--- config.mk ---
export PLATFORM = sky130hd
export DESIGN_NAME = maxPoolTop
export DESIGN_NICKNAME = d
export VERILOG_FILES = /design/src/poolPkg.sv /design/src/maxPoolCore.sv /design/src/pooledSkidBuffer.sv /design/src/maxPoolTop.sv
export SDC_FILE = /design/constraint.sdc
export NUM_CORES = 1
export LEC_CHECK = 0
export ABC_AREA = 1
export BUFFER_PORTS_ARGS = -buffer_cell sky130_fd_sc_hd__buf_2
export CORE_UTILIZATION = 58
export CTS_CLUSTER_SIZE = 8
export DETAILED_ROUTE_END_ITERATION = 8
export PLACE_DENSITY = 0.84
export SLEW_MARGIN = 20
export SYNTH_ARGS = -nofsm -noshare
export SYNTH_HDL_FRONTEND = slang
export SYNTH_SLANG_ARGS = --single-unit
--- constraint.sdc ---
create_clock -name clk -period 4.6 [get_ports clk]
set_clock_uncertainty 0.15 [all_clocks]
set_input_delay 0.46 -clock clk [delete_from_list [all_inputs] [get_ports clk]]
set_output_delay 0.46 -clock clk [all_outputs]
set_load 0.005 [all_outputs]
--- src/poolPkg.sv ---
// Max pooling shared types
`default_nettype none

package poolPkg;

    // ========================================
    // Sizes
    // ========================================

    // Channels per feature vector
    localparam int NUM_CHANNELS = 8;

    // Bits per channel value
    // Values are unsigned
    localparam int DATA_W = 8;

    // ========================================
    // Payload types
    // ========================================

    // One feature vector
    // Channel 0 sits in the low bits
    typedef struct packed {
        logic [NUM_CHANNELS-1:0][DATA_W-1:0] ch;
    } featVec_t;

    // Input beat
    // last closes the current window
    typedef struct packed {
        featVec_t data;
        logic     last;
    } inBeat_t;

    // ========================================
    // Core state
    // ========================================

    // IDLE only lasts one cycle after reset
    // ACCUM takes beats and folds them into the maxima
    // EMIT offers the pooled vector downstream
    typedef enum logic [1:0] {
        IDLE  = 2'd0,
        ACCUM = 2'd1,
        EMIT  = 2'd2
    } poolState_t;

endpackage

`default_nettype wire

--- src/maxPoolCore.sv ---
// Window max pooling core
`timescale 1ns/1ps
`default_nettype none

module maxPoolCore
    import poolPkg::*;
(
    input  logic     clk,
    input  logic     rst_n,
    // Upstream feature beats
    input  logic     inValid,
    input  inBeat_t  inBeat,
    output logic     inReady,
    // Pooled vector towards the output buffer
    output logic     outValid,
    output featVec_t outVec,
    input  logic     outReady
);

    // ========================================
    // Declarations
    // ========================================

    // Pooling FSM
    poolState_t state;
    poolState_t nextState;

    // Handshake events
    logic beatAccept;
    logic lastAccept;
    logic emitDone;

    // Start of a fresh window
    logic clearMax;

    // ========================================
    // Handshakes
    // ========================================

    // Beat taken this edge
    // inReady already implies ACCUM
    assign beatAccept = inValid && inReady;

    // Window closes on this edge
    assign lastAccept = beatAccept && inBeat.last;

    // Pooled vector leaves on this edge
    assign emitDone = outValid && outReady;

    // Zero the maxima right after reset and after each emit
    // Zero is the smallest unsigned value so any beat wins
    assign clearMax = (state == IDLE) || emitDone;

    // Control outputs come from the state alone
    assign inReady  = (state == ACCUM);
    assign outValid = (state == EMIT);

    // ========================================
    // FSM
    // ========================================

    always_comb begin
        nextState = state;
        case (state)
            IDLE: begin
                // Leave idle on the first cycle after reset
                nextState = ACCUM;
            end
            ACCUM: begin
                if (lastAccept) begin
                    nextState = EMIT;
                end
            end
            EMIT: begin
                // Hold the result until the buffer takes it
                if (emitDone) begin
                    nextState = ACCUM;
                end
            end
            default: begin
                nextState = IDLE;
            end
        endcase
    end

    always_ff @(posedge clk or negedge rst_n) begin
        if (!rst_n) begin
            state <= IDLE;
        end else begin
            state <= nextState;
        end
    end

    // ========================================
    // Per-channel running maximum
    // ========================================

    genvar g;
    generate
        for (g = 0; g < NUM_CHANNELS; g++) begin : gChan
            // Incoming value of this channel
            logic [DATA_W-1:0] inVal;
            // Running maximum of this channel
            logic [DATA_W-1:0] maxQ;

            assign inVal = inBeat.data.ch[g];

            // Clear wins over update
            // Both never meet since clears happen outside ACCUM beats
            always_ff @(posedge clk) begin
                if (clearMax) begin
                    maxQ <= '0;
                end else if (beatAccept && (inVal > maxQ)) begin
                    maxQ <= inVal;
                end
            end

            // Stays steady through EMIT as no beat is accepted there
            assign outVec.ch[g] = maxQ;
        end
    endgenerate

endmodule

`default_nettype wire

--- src/pooledSkidBuffer.sv ---
// Two-entry pooled result buffer
`timescale 1ns/1ps
`default_nettype none

module pooledSkidBuffer
    import poolPkg::*;
(
    input  logic     clk,
    input  logic     rst_n,
    // From the pooling core
    input  logic     inValid,
    input  featVec_t inVec,
    output logic     inReady,
    // Towards downstream
    output logic     outValid,
    output featVec_t outVec,
    input  logic     outReady
);

    // ========================================
    // Storage and pointers
    // ========================================

    // Result slots
    featVec_t entry [2];

    // Oldest slot
    logic       head;
    // Slots in use, 0 to 2
    logic [1:0] count;
    // Slot for the next push
    logic       wrIdx;

    logic push;
    logic pop;

    // Accept while a slot is free
    assign inReady  = (count != 2'd2);
    assign outValid = (count != 2'd0);

    // Head slot goes out straight from the registers
    assign outVec = entry[head];

    assign push = inValid && inReady;
    assign pop  = outValid && outReady;

    // Next free slot sits behind the head
    // Only used with count below two
    assign wrIdx = head ^ count[0];

    // Payload slots
    always_ff @(posedge clk) begin
        if (push) begin
            entry[wrIdx] <= inVec;
        end
    end

    // ========================================
    // Occupancy
    // ========================================

    always_ff @(posedge clk or negedge rst_n) begin
        if (!rst_n) begin
            head  <= 1'b0;
            count <= 2'd0;
        end else begin
            if (pop) begin
                head <= ~head;
            end
            // Push with pop keeps the count
            case ({push, pop})
                2'b10:   count <= count + 2'd1;
                2'b01:   count <= count - 2'd1;
                default: count <= count;
            endcase
        end
    end

endmodule

`default_nettype wire

--- src/maxPoolTop.sv ---
// Max pooling top level
`timescale 1ns/1ps
`default_nettype none

module maxPoolTop
    import poolPkg::*;
(
    input  logic     clk,
    input  logic     rst_n,
    // Feature beat stream
    input  logic     inValid,
    input  inBeat_t  inBeat,
    output logic     inReady,
    // Pooled vector stream
    output logic     outValid,
    output featVec_t outVec,
    input  logic     outReady
);

    // ========================================
    // Core to buffer link
    // ========================================

    logic     coreValid;
    featVec_t coreVec;
    logic     coreReady;

    // Running maximum and window FSM
    maxPoolCore i_core (
        .clk      (clk),
        .rst_n    (rst_n),
        .inValid  (inValid),
        .inBeat   (inBeat),
        .inReady  (inReady),
        .outValid (coreValid),
        .outVec   (coreVec),
        .outReady (coreReady)
    );

    // Holds up to two finished windows
    // Lets the core start the next window under a stall
    pooledSkidBuffer i_outBuf (
        .clk      (clk),
        .rst_n    (rst_n),
        .inValid  (coreValid),
        .inVec    (coreVec),
        .inReady  (coreReady),
        .outValid (outValid),
        .outVec   (outVec),
        .outReady (outReady)
    );

endmodule

`default_nettype wire

==> results by group, run 1 <==
Layout
  – P&R area growth vs syn: 14.94%
  – Nets: 1283
  – Leading cell type in the layout, fill and taps excluded: nand2_1
  – Commonest non-fill, non-tap cells in the layout: nand2_1, buf_2, edfxtp_1, inv_1, nor2_1
  – Fillcell total: 1248
  – Share of layout cells above drive strength 1: 16.87%

Placement
  – Final GP Congestion: 0.8532
  – Port Buf Inserts: 134
  – HPWL after DPL: 12770 µm

Synth
  – Mean Syn Cell Area: 9.217 µm²
  – Sequential area share after synthesis: 55.68%
  – Number of synthesized register bits: 197
  – Syn nets: 1157
  – Area leader, netlist: edfxtp_1
  – Top cell type's share of synthesized area: 40.76%
  – Synthesized instance count: 1023
  – Top cells by area in the synthesized netlist: edfxtp_1, nand2_1, dfxtp_1, ha_1, inv_1
  – Number of enable flip-flop cells after synthesis: 128
  – Yosys cell types: 29
  – Synth Flop Type: edfxtp_1
  – Mapped Area: 0.009429 mm²
  – Synthesis warning total: 0
  – Post-synth ARST share: 2.538%

GRT
  – Total GRT Usage: 23.74%
  – Initial antenna violation count: 1
  – First-pass GRT wire length: 30460 µm
  – Total congestion overflow: 0
  – Pin count of the biggest net entering global routing: 47
  – Number of global-route vias before repair: 6754

Setup path
  – Crit path largest cell delay: 0.70 ns
  – Reg2reg start: i_outBuf.head$_DFFE_PN0P_
  – Worst Path Arrival: 2.42 ns
  – CP Class: reg2out
  – Cell family with most CP delay: buffers and inverters
  – Critical path's slowest cell: inv_2
  – Crit path launch type: flop
  – Crit path from: i_outBuf.head$_DFFE_PN0P_
  – Worst path bufs/invs: 3
  – Setup crit end kind: output pin
  – Critical Path RT: 3.99 ns
  – Critical Path Fanout Max: 46
  – Crit-path cells: inv_2 -> buf_4 -> nand2_1 -> nand2_1 -> buf_2
  – Most frequent CP cell: nand2_1

Floorplan
  – Initial Utilization: 59.36%
  – Die width: 129.5 µm
  – Area of the core: 0.01589 mm²
  – Num ports: 135
  – FP Rows: 46
  – Full die area: 0.01677 mm²
  – Die Y: 129.5 µm

Detailed routing
  – Drt first pass iters: 5
  – Antenna Nets Post-Route: 0
  – Drt initial violations: 464
  – Drt drc: 0
  – Vias/cell: 5.040
  – Vias: 6950
  – Routed len/inst: 13.93 µm
  – WL final: 19220 µm

Clocking
  – CTS root buffer: clkbuf_16
  – H-Tree Depth: 4
  – Latest clock arrival within the worst-skew pair: 0.43 ns
  – TritonCTS clock tree: done
  – Sink Count: 197
  – Worst-path clk slew: 0.07 ns
  – Cts repair resizes: 0
  – Clock Tree Buf Depth: 2
  – CTS buffer count: 17

Power
  – Design Power: 0.006505 W
  – Peak supply drop: 274.6 µV
  – Leakage: 5.153 nW
  – PwrDens: 600.2 mW/mm²

STA
  – Max Slew Vio Count: 0
  – RSZ-0062 raised after global routing: no
  – Period utilization: 65.85%
  – Fin. Hold Viols: 0
  – Final setup violation count: 0
  – Worst Tran Pin Value: 0.8493 ns
  – Peak Freq: 330.1 MHz
  – Fin crit period: 3.029 ns
  – Slew HR: 43.30%
  – Setup_tns: 0 ns

Run
  – Maxcap violations: 0

Hold path
  – Min-delay worst type: in2reg
  – HP Start: inBeat[6]

Status
  – Outcome: complete, no violations
sequential cells by signal, indices dropped and copies added (netlist names):
register	flops
i_outBuf.entry	128
i_core.state	2
i_outBuf.count	2
i_outBuf.head	1
i_core.gChan.maxQ	64
final timing paths:
kind                                                        end  slack [ns]  cells after the start
max in group asynchronous             i_outBuf.head$_DFFE_PN0P_        3.93                      2
min in group asynchronous         i_outBuf.count[1]$_DFFE_PN0P_        0.22                      2
max reg2reg                     i_outBuf.entry[0][59]$_DFFE_PP_        1.72                      4
max                                                   outVec[0]        1.57                      5
min                        i_core.gChan[0].maxQ[5]$_SDFFE_PP0P_        0.13                      3
min reg2reg                     i_outBuf.entry[1][21]$_DFFE_PP_        0.30                      0
logic make-up (layout without fill, tap and decap cells):
logic type / Yosys count / in the layout / share of synthesized area [%]
flip-flops: 197 / 197 / 55.68
XOR/XNOR: 4 / 4 / 0.3716
adder cells (fa/ha/maj): 65 / 65 / 8.625
AO/OA/AOI/OAI: 83 / 83 / 5.626
AND/OR/NAND/NOR: 524 / 524 / 22.44
buffers and inverters: 150 / 289 / 7.258
other: 0 / 1 / 0
cell type report:
class / count / area [µm²] / share of cell area, %
Antenna cell: 1 / 2.502 / 0.02309
Clock buffer: 26 / 530.5 / 4.895
Clock inverter: 6 / 112.6 / 1.039
Inverter: 116 / 435.4 / 4.018
Multi-Input combinational cell: 676 / 3510 / 32.38
Sequential cell: 197 / 5251 / 48.45
Tap cell: 216 / 270.3 / 2.494
Timing Repair Buffer: 141 / 725.7 / 6.696
power by group:
| group | internal (W) | switching [W] |
|---|---|---|
| logic | 0.000849 | 0.00150 |
| clock network | 0.000963 | 0.000608 |
| registers | 0.00233 | 0.000256 |
what timing repair did:
item / 4_1_cts / 5_1_grt
setup buffers: 0 / 0
endpoints found under the hold margin: 5 / 0
hold buffers: 1 / 0
endpoints found under the setup margin: 0 / 0
synthesized netlist by cell type (3+ instances only):
master / count
nand2_1: 361
edfxtp_1: 128
inv_1: 114
nor2_1: 107
ha_1: 65
dfxtp_1: 64
a21oi_1: 63
nand3_1: 30
buf_6: 14
nand3b_1: 14
clkbuf_1: 13
a21oi_4: 8
nor2_2: 6
a21o_1: 5
buf_2: 5
dfrtp_1: 5
o21a_1: 3
layer usage:
layer	track usage [%]	vias up	share of wire, %
met2	42.66	183	51
met5	0	-	0
li1	-	3533	-
met3	4.294	55	4.4
met4	14.09	0	4.0
met1	26.32	3179	41
stage by stage:
step | utilization, % | setup slack (ns) | hold slack, ns | std cells | area [µm²]
after detailed placement | 64.10 | 1.714 | 0.1321 | 1345 | 10180
final | 68.23 | 1.571 | 0.1255 | 1379 | 10840
after global routing | 68.23 | 1.425 | 0.1327 | 1379 | 10840
after floorplan | - | 0.6020 | 0.01441 | 1023 | 9429
after CTS | 68.21 | 1.560 | 0.1217 | 1378 | 10840
after global placement | 64.10 | 1.829 | 0.1299 | 1345 | 10180
tightest hold or removal path: cells and delay by family:
kind / cells / cell delay (ns)
and+or+nand+nor: 2 / 0.13
buffers and inverters: 1 / 0.09
Power figures use the tool's default switching activity.
==> run 2, diff against run 1 <==
--- a/config.mk
+++ b/config.mk
@@ -7,10 +7,10 @@
 export LEC_CHECK = 0
 export ABC_AREA = 1
 export BUFFER_PORTS_ARGS = -buffer_cell sky130_fd_sc_hd__buf_2
-export CORE_UTILIZATION = 58
+export CORE_UTILIZATION = 52
 export CTS_CLUSTER_SIZE = 8
 export DETAILED_ROUTE_END_ITERATION = 8
-export PLACE_DENSITY = 0.84
+export PLACE_DENSITY = 0.79
 export SLEW_MARGIN = 20
 export SYNTH_ARGS = -nofsm -noshare
 export SYNTH_HDL_FRONTEND = slang
==> constraint.sdc (replaced) <==
create_clock -name clk -period 2.6 [get_ports clk]
set_clock_uncertainty 0.15 [all_clocks]
set_input_delay 0.26 -clock clk [delete_from_list [all_inputs] [get_ports clk]]
set_output_delay 0.26 -clock clk [all_outputs]
set_load 0.005 [all_outputs]
==> run 2 against run 1 <==
  * Non-clock buffer count rose by 25
  * Worst hold slack got worse by 0.12 ns
  * Critical path type unchanged
  * Core utilization fell by 4.7 points
  * Global-route usage fell by 3.3 points
  * Sequential share of layout area fell by 1.1 points
  * Design area rose by 2.4%
  * Cell count rose by 2.5%
  * Die area rose by 11%
  * Clock-buffer cell count fell by 8
==> results by group, run 2 (synthesized netlist as in run 1, its figures left out) <==
STA
  – Fin. Hold Viols: 0 (unchanged)
  – Final setup violation count: 0 (unchanged)
  – Setup_tns: 0 ns (unchanged)
  – RSZ-0062 raised after global routing: no
  – Slew HR: 51.09% (+7.8 points)
  – Period utilization: 84.83%
  – Peak Freq: 453.4 MHz
  – Worst Tran Pin Value: 0.7337 ns (-0.1156 ns)
  – Fin crit period: 2.206 ns
  – Max Slew Vio Count: 0 (unchanged)

Clocking
  – CTS buffer count: 17 (unchanged)
  – Sink Count: 197 (unchanged)
  – TritonCTS clock tree: done
  – Setup bufs post-CTS: 0 (unchanged)
  – CTS root buffer: clkbuf_16
  – Latest clock arrival within the worst-skew pair: 0.43 ns (about the same)
  – Worst-path clk slew: 0.07 ns (about the same)
  – H-Tree Depth: 4 (unchanged)
  – Clock Tree Buf Depth: 2 (unchanged)

Floorplan
  – Area of the core: 0.01748 mm² (+10%)
  – Initial Utilization: 53.95% (-5.4 points)
  – Full die area: 0.01867 mm² (+11%)
  – Die width: 136.7 µm (+5.5%)
  – FP Rows: 48 (+4.3%)
  – Num ports: 135 (unchanged)
  – Die Y: 136.7 µm (+5.5%)

Layout
  – Util after Layout: 63.50% (-4.7 points)
  – Non-Filler Instances: 1413 (+2.5%)
  – Largest register FFs: 128 (unchanged)
  – P&R area growth vs syn: 17.70%
  – Register area: 0.005251 mm² (unchanged)
  – Largest reg by FF count: i_outBuf.entry
  – Leading cell type in the layout, fill and taps excluded: nand2_1
  – Nets: 1308 (+1.9%)
  – Commonest non-fill, non-tap cells in the layout: nand2_1, buf_2, edfxtp_1, inv_1, nor2_1
  – Share of layout cells above drive strength 1: 16.51% (-0.36 points)
  – Area of the multi-input gates: 0.003510 mm² (unchanged)
  – Fillcell total: 1424 (+14%)
  – Post-route design area: 0.01110 mm² (+2.4%)
  – Top flop regs: i_outBuf.entry x128, i_core.gChan.maxQ x64

Setup path
  – Worst Path Arrival: 1.80 ns (-0.62 ns)
  – Critical Path RT: 2.19 ns (-1.80 ns)
  – Critical path's slowest cell: buf_4
  – Crit path from: i_outBuf.head$_DFFE_PN0P_
  – Cell family with most CP delay: buffers and inverters
  – Crit path largest cell delay: 0.58 ns (-0.12 ns)
  – Most frequent CP cell: nand2_1
  – Crit-path cells: buf_4 -> nand2_1 -> nand2_1 -> buf_2
  – Setup crit end kind: output pin
  – Worst path bufs/invs: 2 (-1)
  – Critical Path Fanout Max: 64 (+39%)
  – CP Class: reg2out
  – Reg2reg start: i_core.gChan[5].maxQ[6]$_SDFFE_PP0P_
  – Crit path launch type: flop

Placement
  – Port Buf Inserts: 134 (unchanged)
  – HPWL after DPL: 11250 µm (-12%)
  – Placed insts: 1353 (+0.59%)
  – Final GP Congestion: 0.8106 (-5.0%)
  – Placed Area: 0.01024 mm² (+0.53%)

Detailed routing
  – Antenna Nets Post-Route: 0 (unchanged)
  – Drt first pass iters: 4 (-1)
  – Vias/cell: 4.856 (-3.6%)
  – Routed len/inst: 12.97 µm (-6.9%)
  – Drt initial violations: 265 (-43%)
  – Drt drc: 0 (unchanged)
  – Vias: 6862 (-1.3%)
  – WL final: 18320 µm (-4.6%)

GRT
  – Pin count of the biggest net entering global routing: 66 (+40%)
  – Total congestion overflow: 0 (unchanged)
  – Number of global-route vias before repair: 6280 (-7.0%)
  – Initial antenna violation count: 1 (unchanged)
  – Total GRT Usage: 20.46% (-3.3 points)
  – First-pass GRT wire length: 29170 µm (-4.2%)

Power
  – Reg power frac: 39.5% (-0.2 points)
  – Peak supply drop: 586.7 µV (+110%)
  – Switching power total: 0.004218 W (+78%)
  – PwrDens: 1023 mW/mm² (+70%)
  – Leakage: 5.245 nW (+1.8%)
  – Sw Share: 37.16% (+0.76 points)
  – Logic pwr share: 37.4% (+1.3 points)
  – Internal power: 0.007134 W (+72%)
  – Design Power: 0.01135 W (+75%)
  – Clock network power share: 23.1% (-1.1 points)

Hold path
  – Min-delay worst type: in2reg
  – HP Start: inBeat[53]

Run
  – Maxcap violations: 0 (unchanged)

Status
  – Outcome: complete, no violations
## run 2: cell types whose count changed in the layout (fill, tap and decap cells not counted), moves of 2 or more
cell	before	now
dlygate4sd3_1	1	27
buf_4	6	1
buf_12	0	4
clkbuf_8	5	1
clkbuf_1	3	0
clkinv_1	0	2
clkinv_2	0	2
inv_6	0	2
inv_8	0	2
## run 2: per-layer routing
layer	track usage [%]	wire, µm	vias to the layer above
met5	0	0	-
met4	9.753	464	0
met1	24.10	7968	3111
li1	-	-	3589
met3	3.111	531	34
met2	36.41	9359	128
## run 2: timing repair
| item | 4_1_cts | 5_1_grt |
|---|---|---|
| endpoints found under the hold margin | 31 | 0 |
| resized for setup | 0 | 0 |
| endpoints found under the setup margin | 0 | 0 |
| hold buffers | 27 | 0 |
## run 2: tightest hold or removal path: cells and delay by family
family | cells | cell delay (ns)
buffers and inverters | 1 | 0.09
and+or+nand+nor | 3 | 0.21
## run 2: power by group through the flow
| stage | Sequential (W) | Combinational [W] | Clock [W] |
|---|---|---|---|
| finish | 0.00449 | 0.00424 | 0.00262 |
| global route | 0.00456 | 0.00488 | 0.00278 |
| CTS | 0.00449 | 0.00430 | 0.00266 |
| detailed placement | 0.00456 | 0.00423 | 0 |
| global placement | 0.00451 | 0.00410 | 0 |
| floorplan | 0.00445 | 0.00316 | 0 |
## run 2: through the flow
stage	hold WS [ns]	setup WS (ns)
after CTS	0.001286	0.3447
final	0.009503	0.3945
after global routing	0.01421	0.2355
after detailed placement	-0.07067	0.5921
after global placement	-0.07046	0.6647
after floorplan	-0.1856	-0.3579
## run 2: worst paths after layout
kind / end / slack (ns) / cells past startpoint
hold / removal: i_core.gChan[6].maxQ[4]$_SDFFE_PP0P_ / 0.01 / 4
max in group asynchronous: i_outBuf.head$_DFFE_PN0P_ / 2.13 / 2
setup reg to reg: i_core.gChan[5].maxQ[6]$_SDFFE_PP0P_ / 0.52 / 9
hold reg to reg: i_outBuf.entry[1][10]$_DFFE_PP_ / 0.30 / 0
setup / recovery: outVec[43] / 0.39 / 4
min in group asynchronous: i_core.state[0]$_DFFE_PN0P_ / 0.03 / 2
## run 2: layout make-up
cell class | count | area share (%)
Multi-Input combinational cell | 676 | 31.62
Tap cell | 225 | 2.537
Timing Repair Buffer | 166 | 9.267
Sequential cell | 197 | 47.32
Antenna cell | 1 | 0.02255
Inverter | 116 | 3.923
Clock buffer | 18 | 3.957
Clock inverter | 14 | 1.353
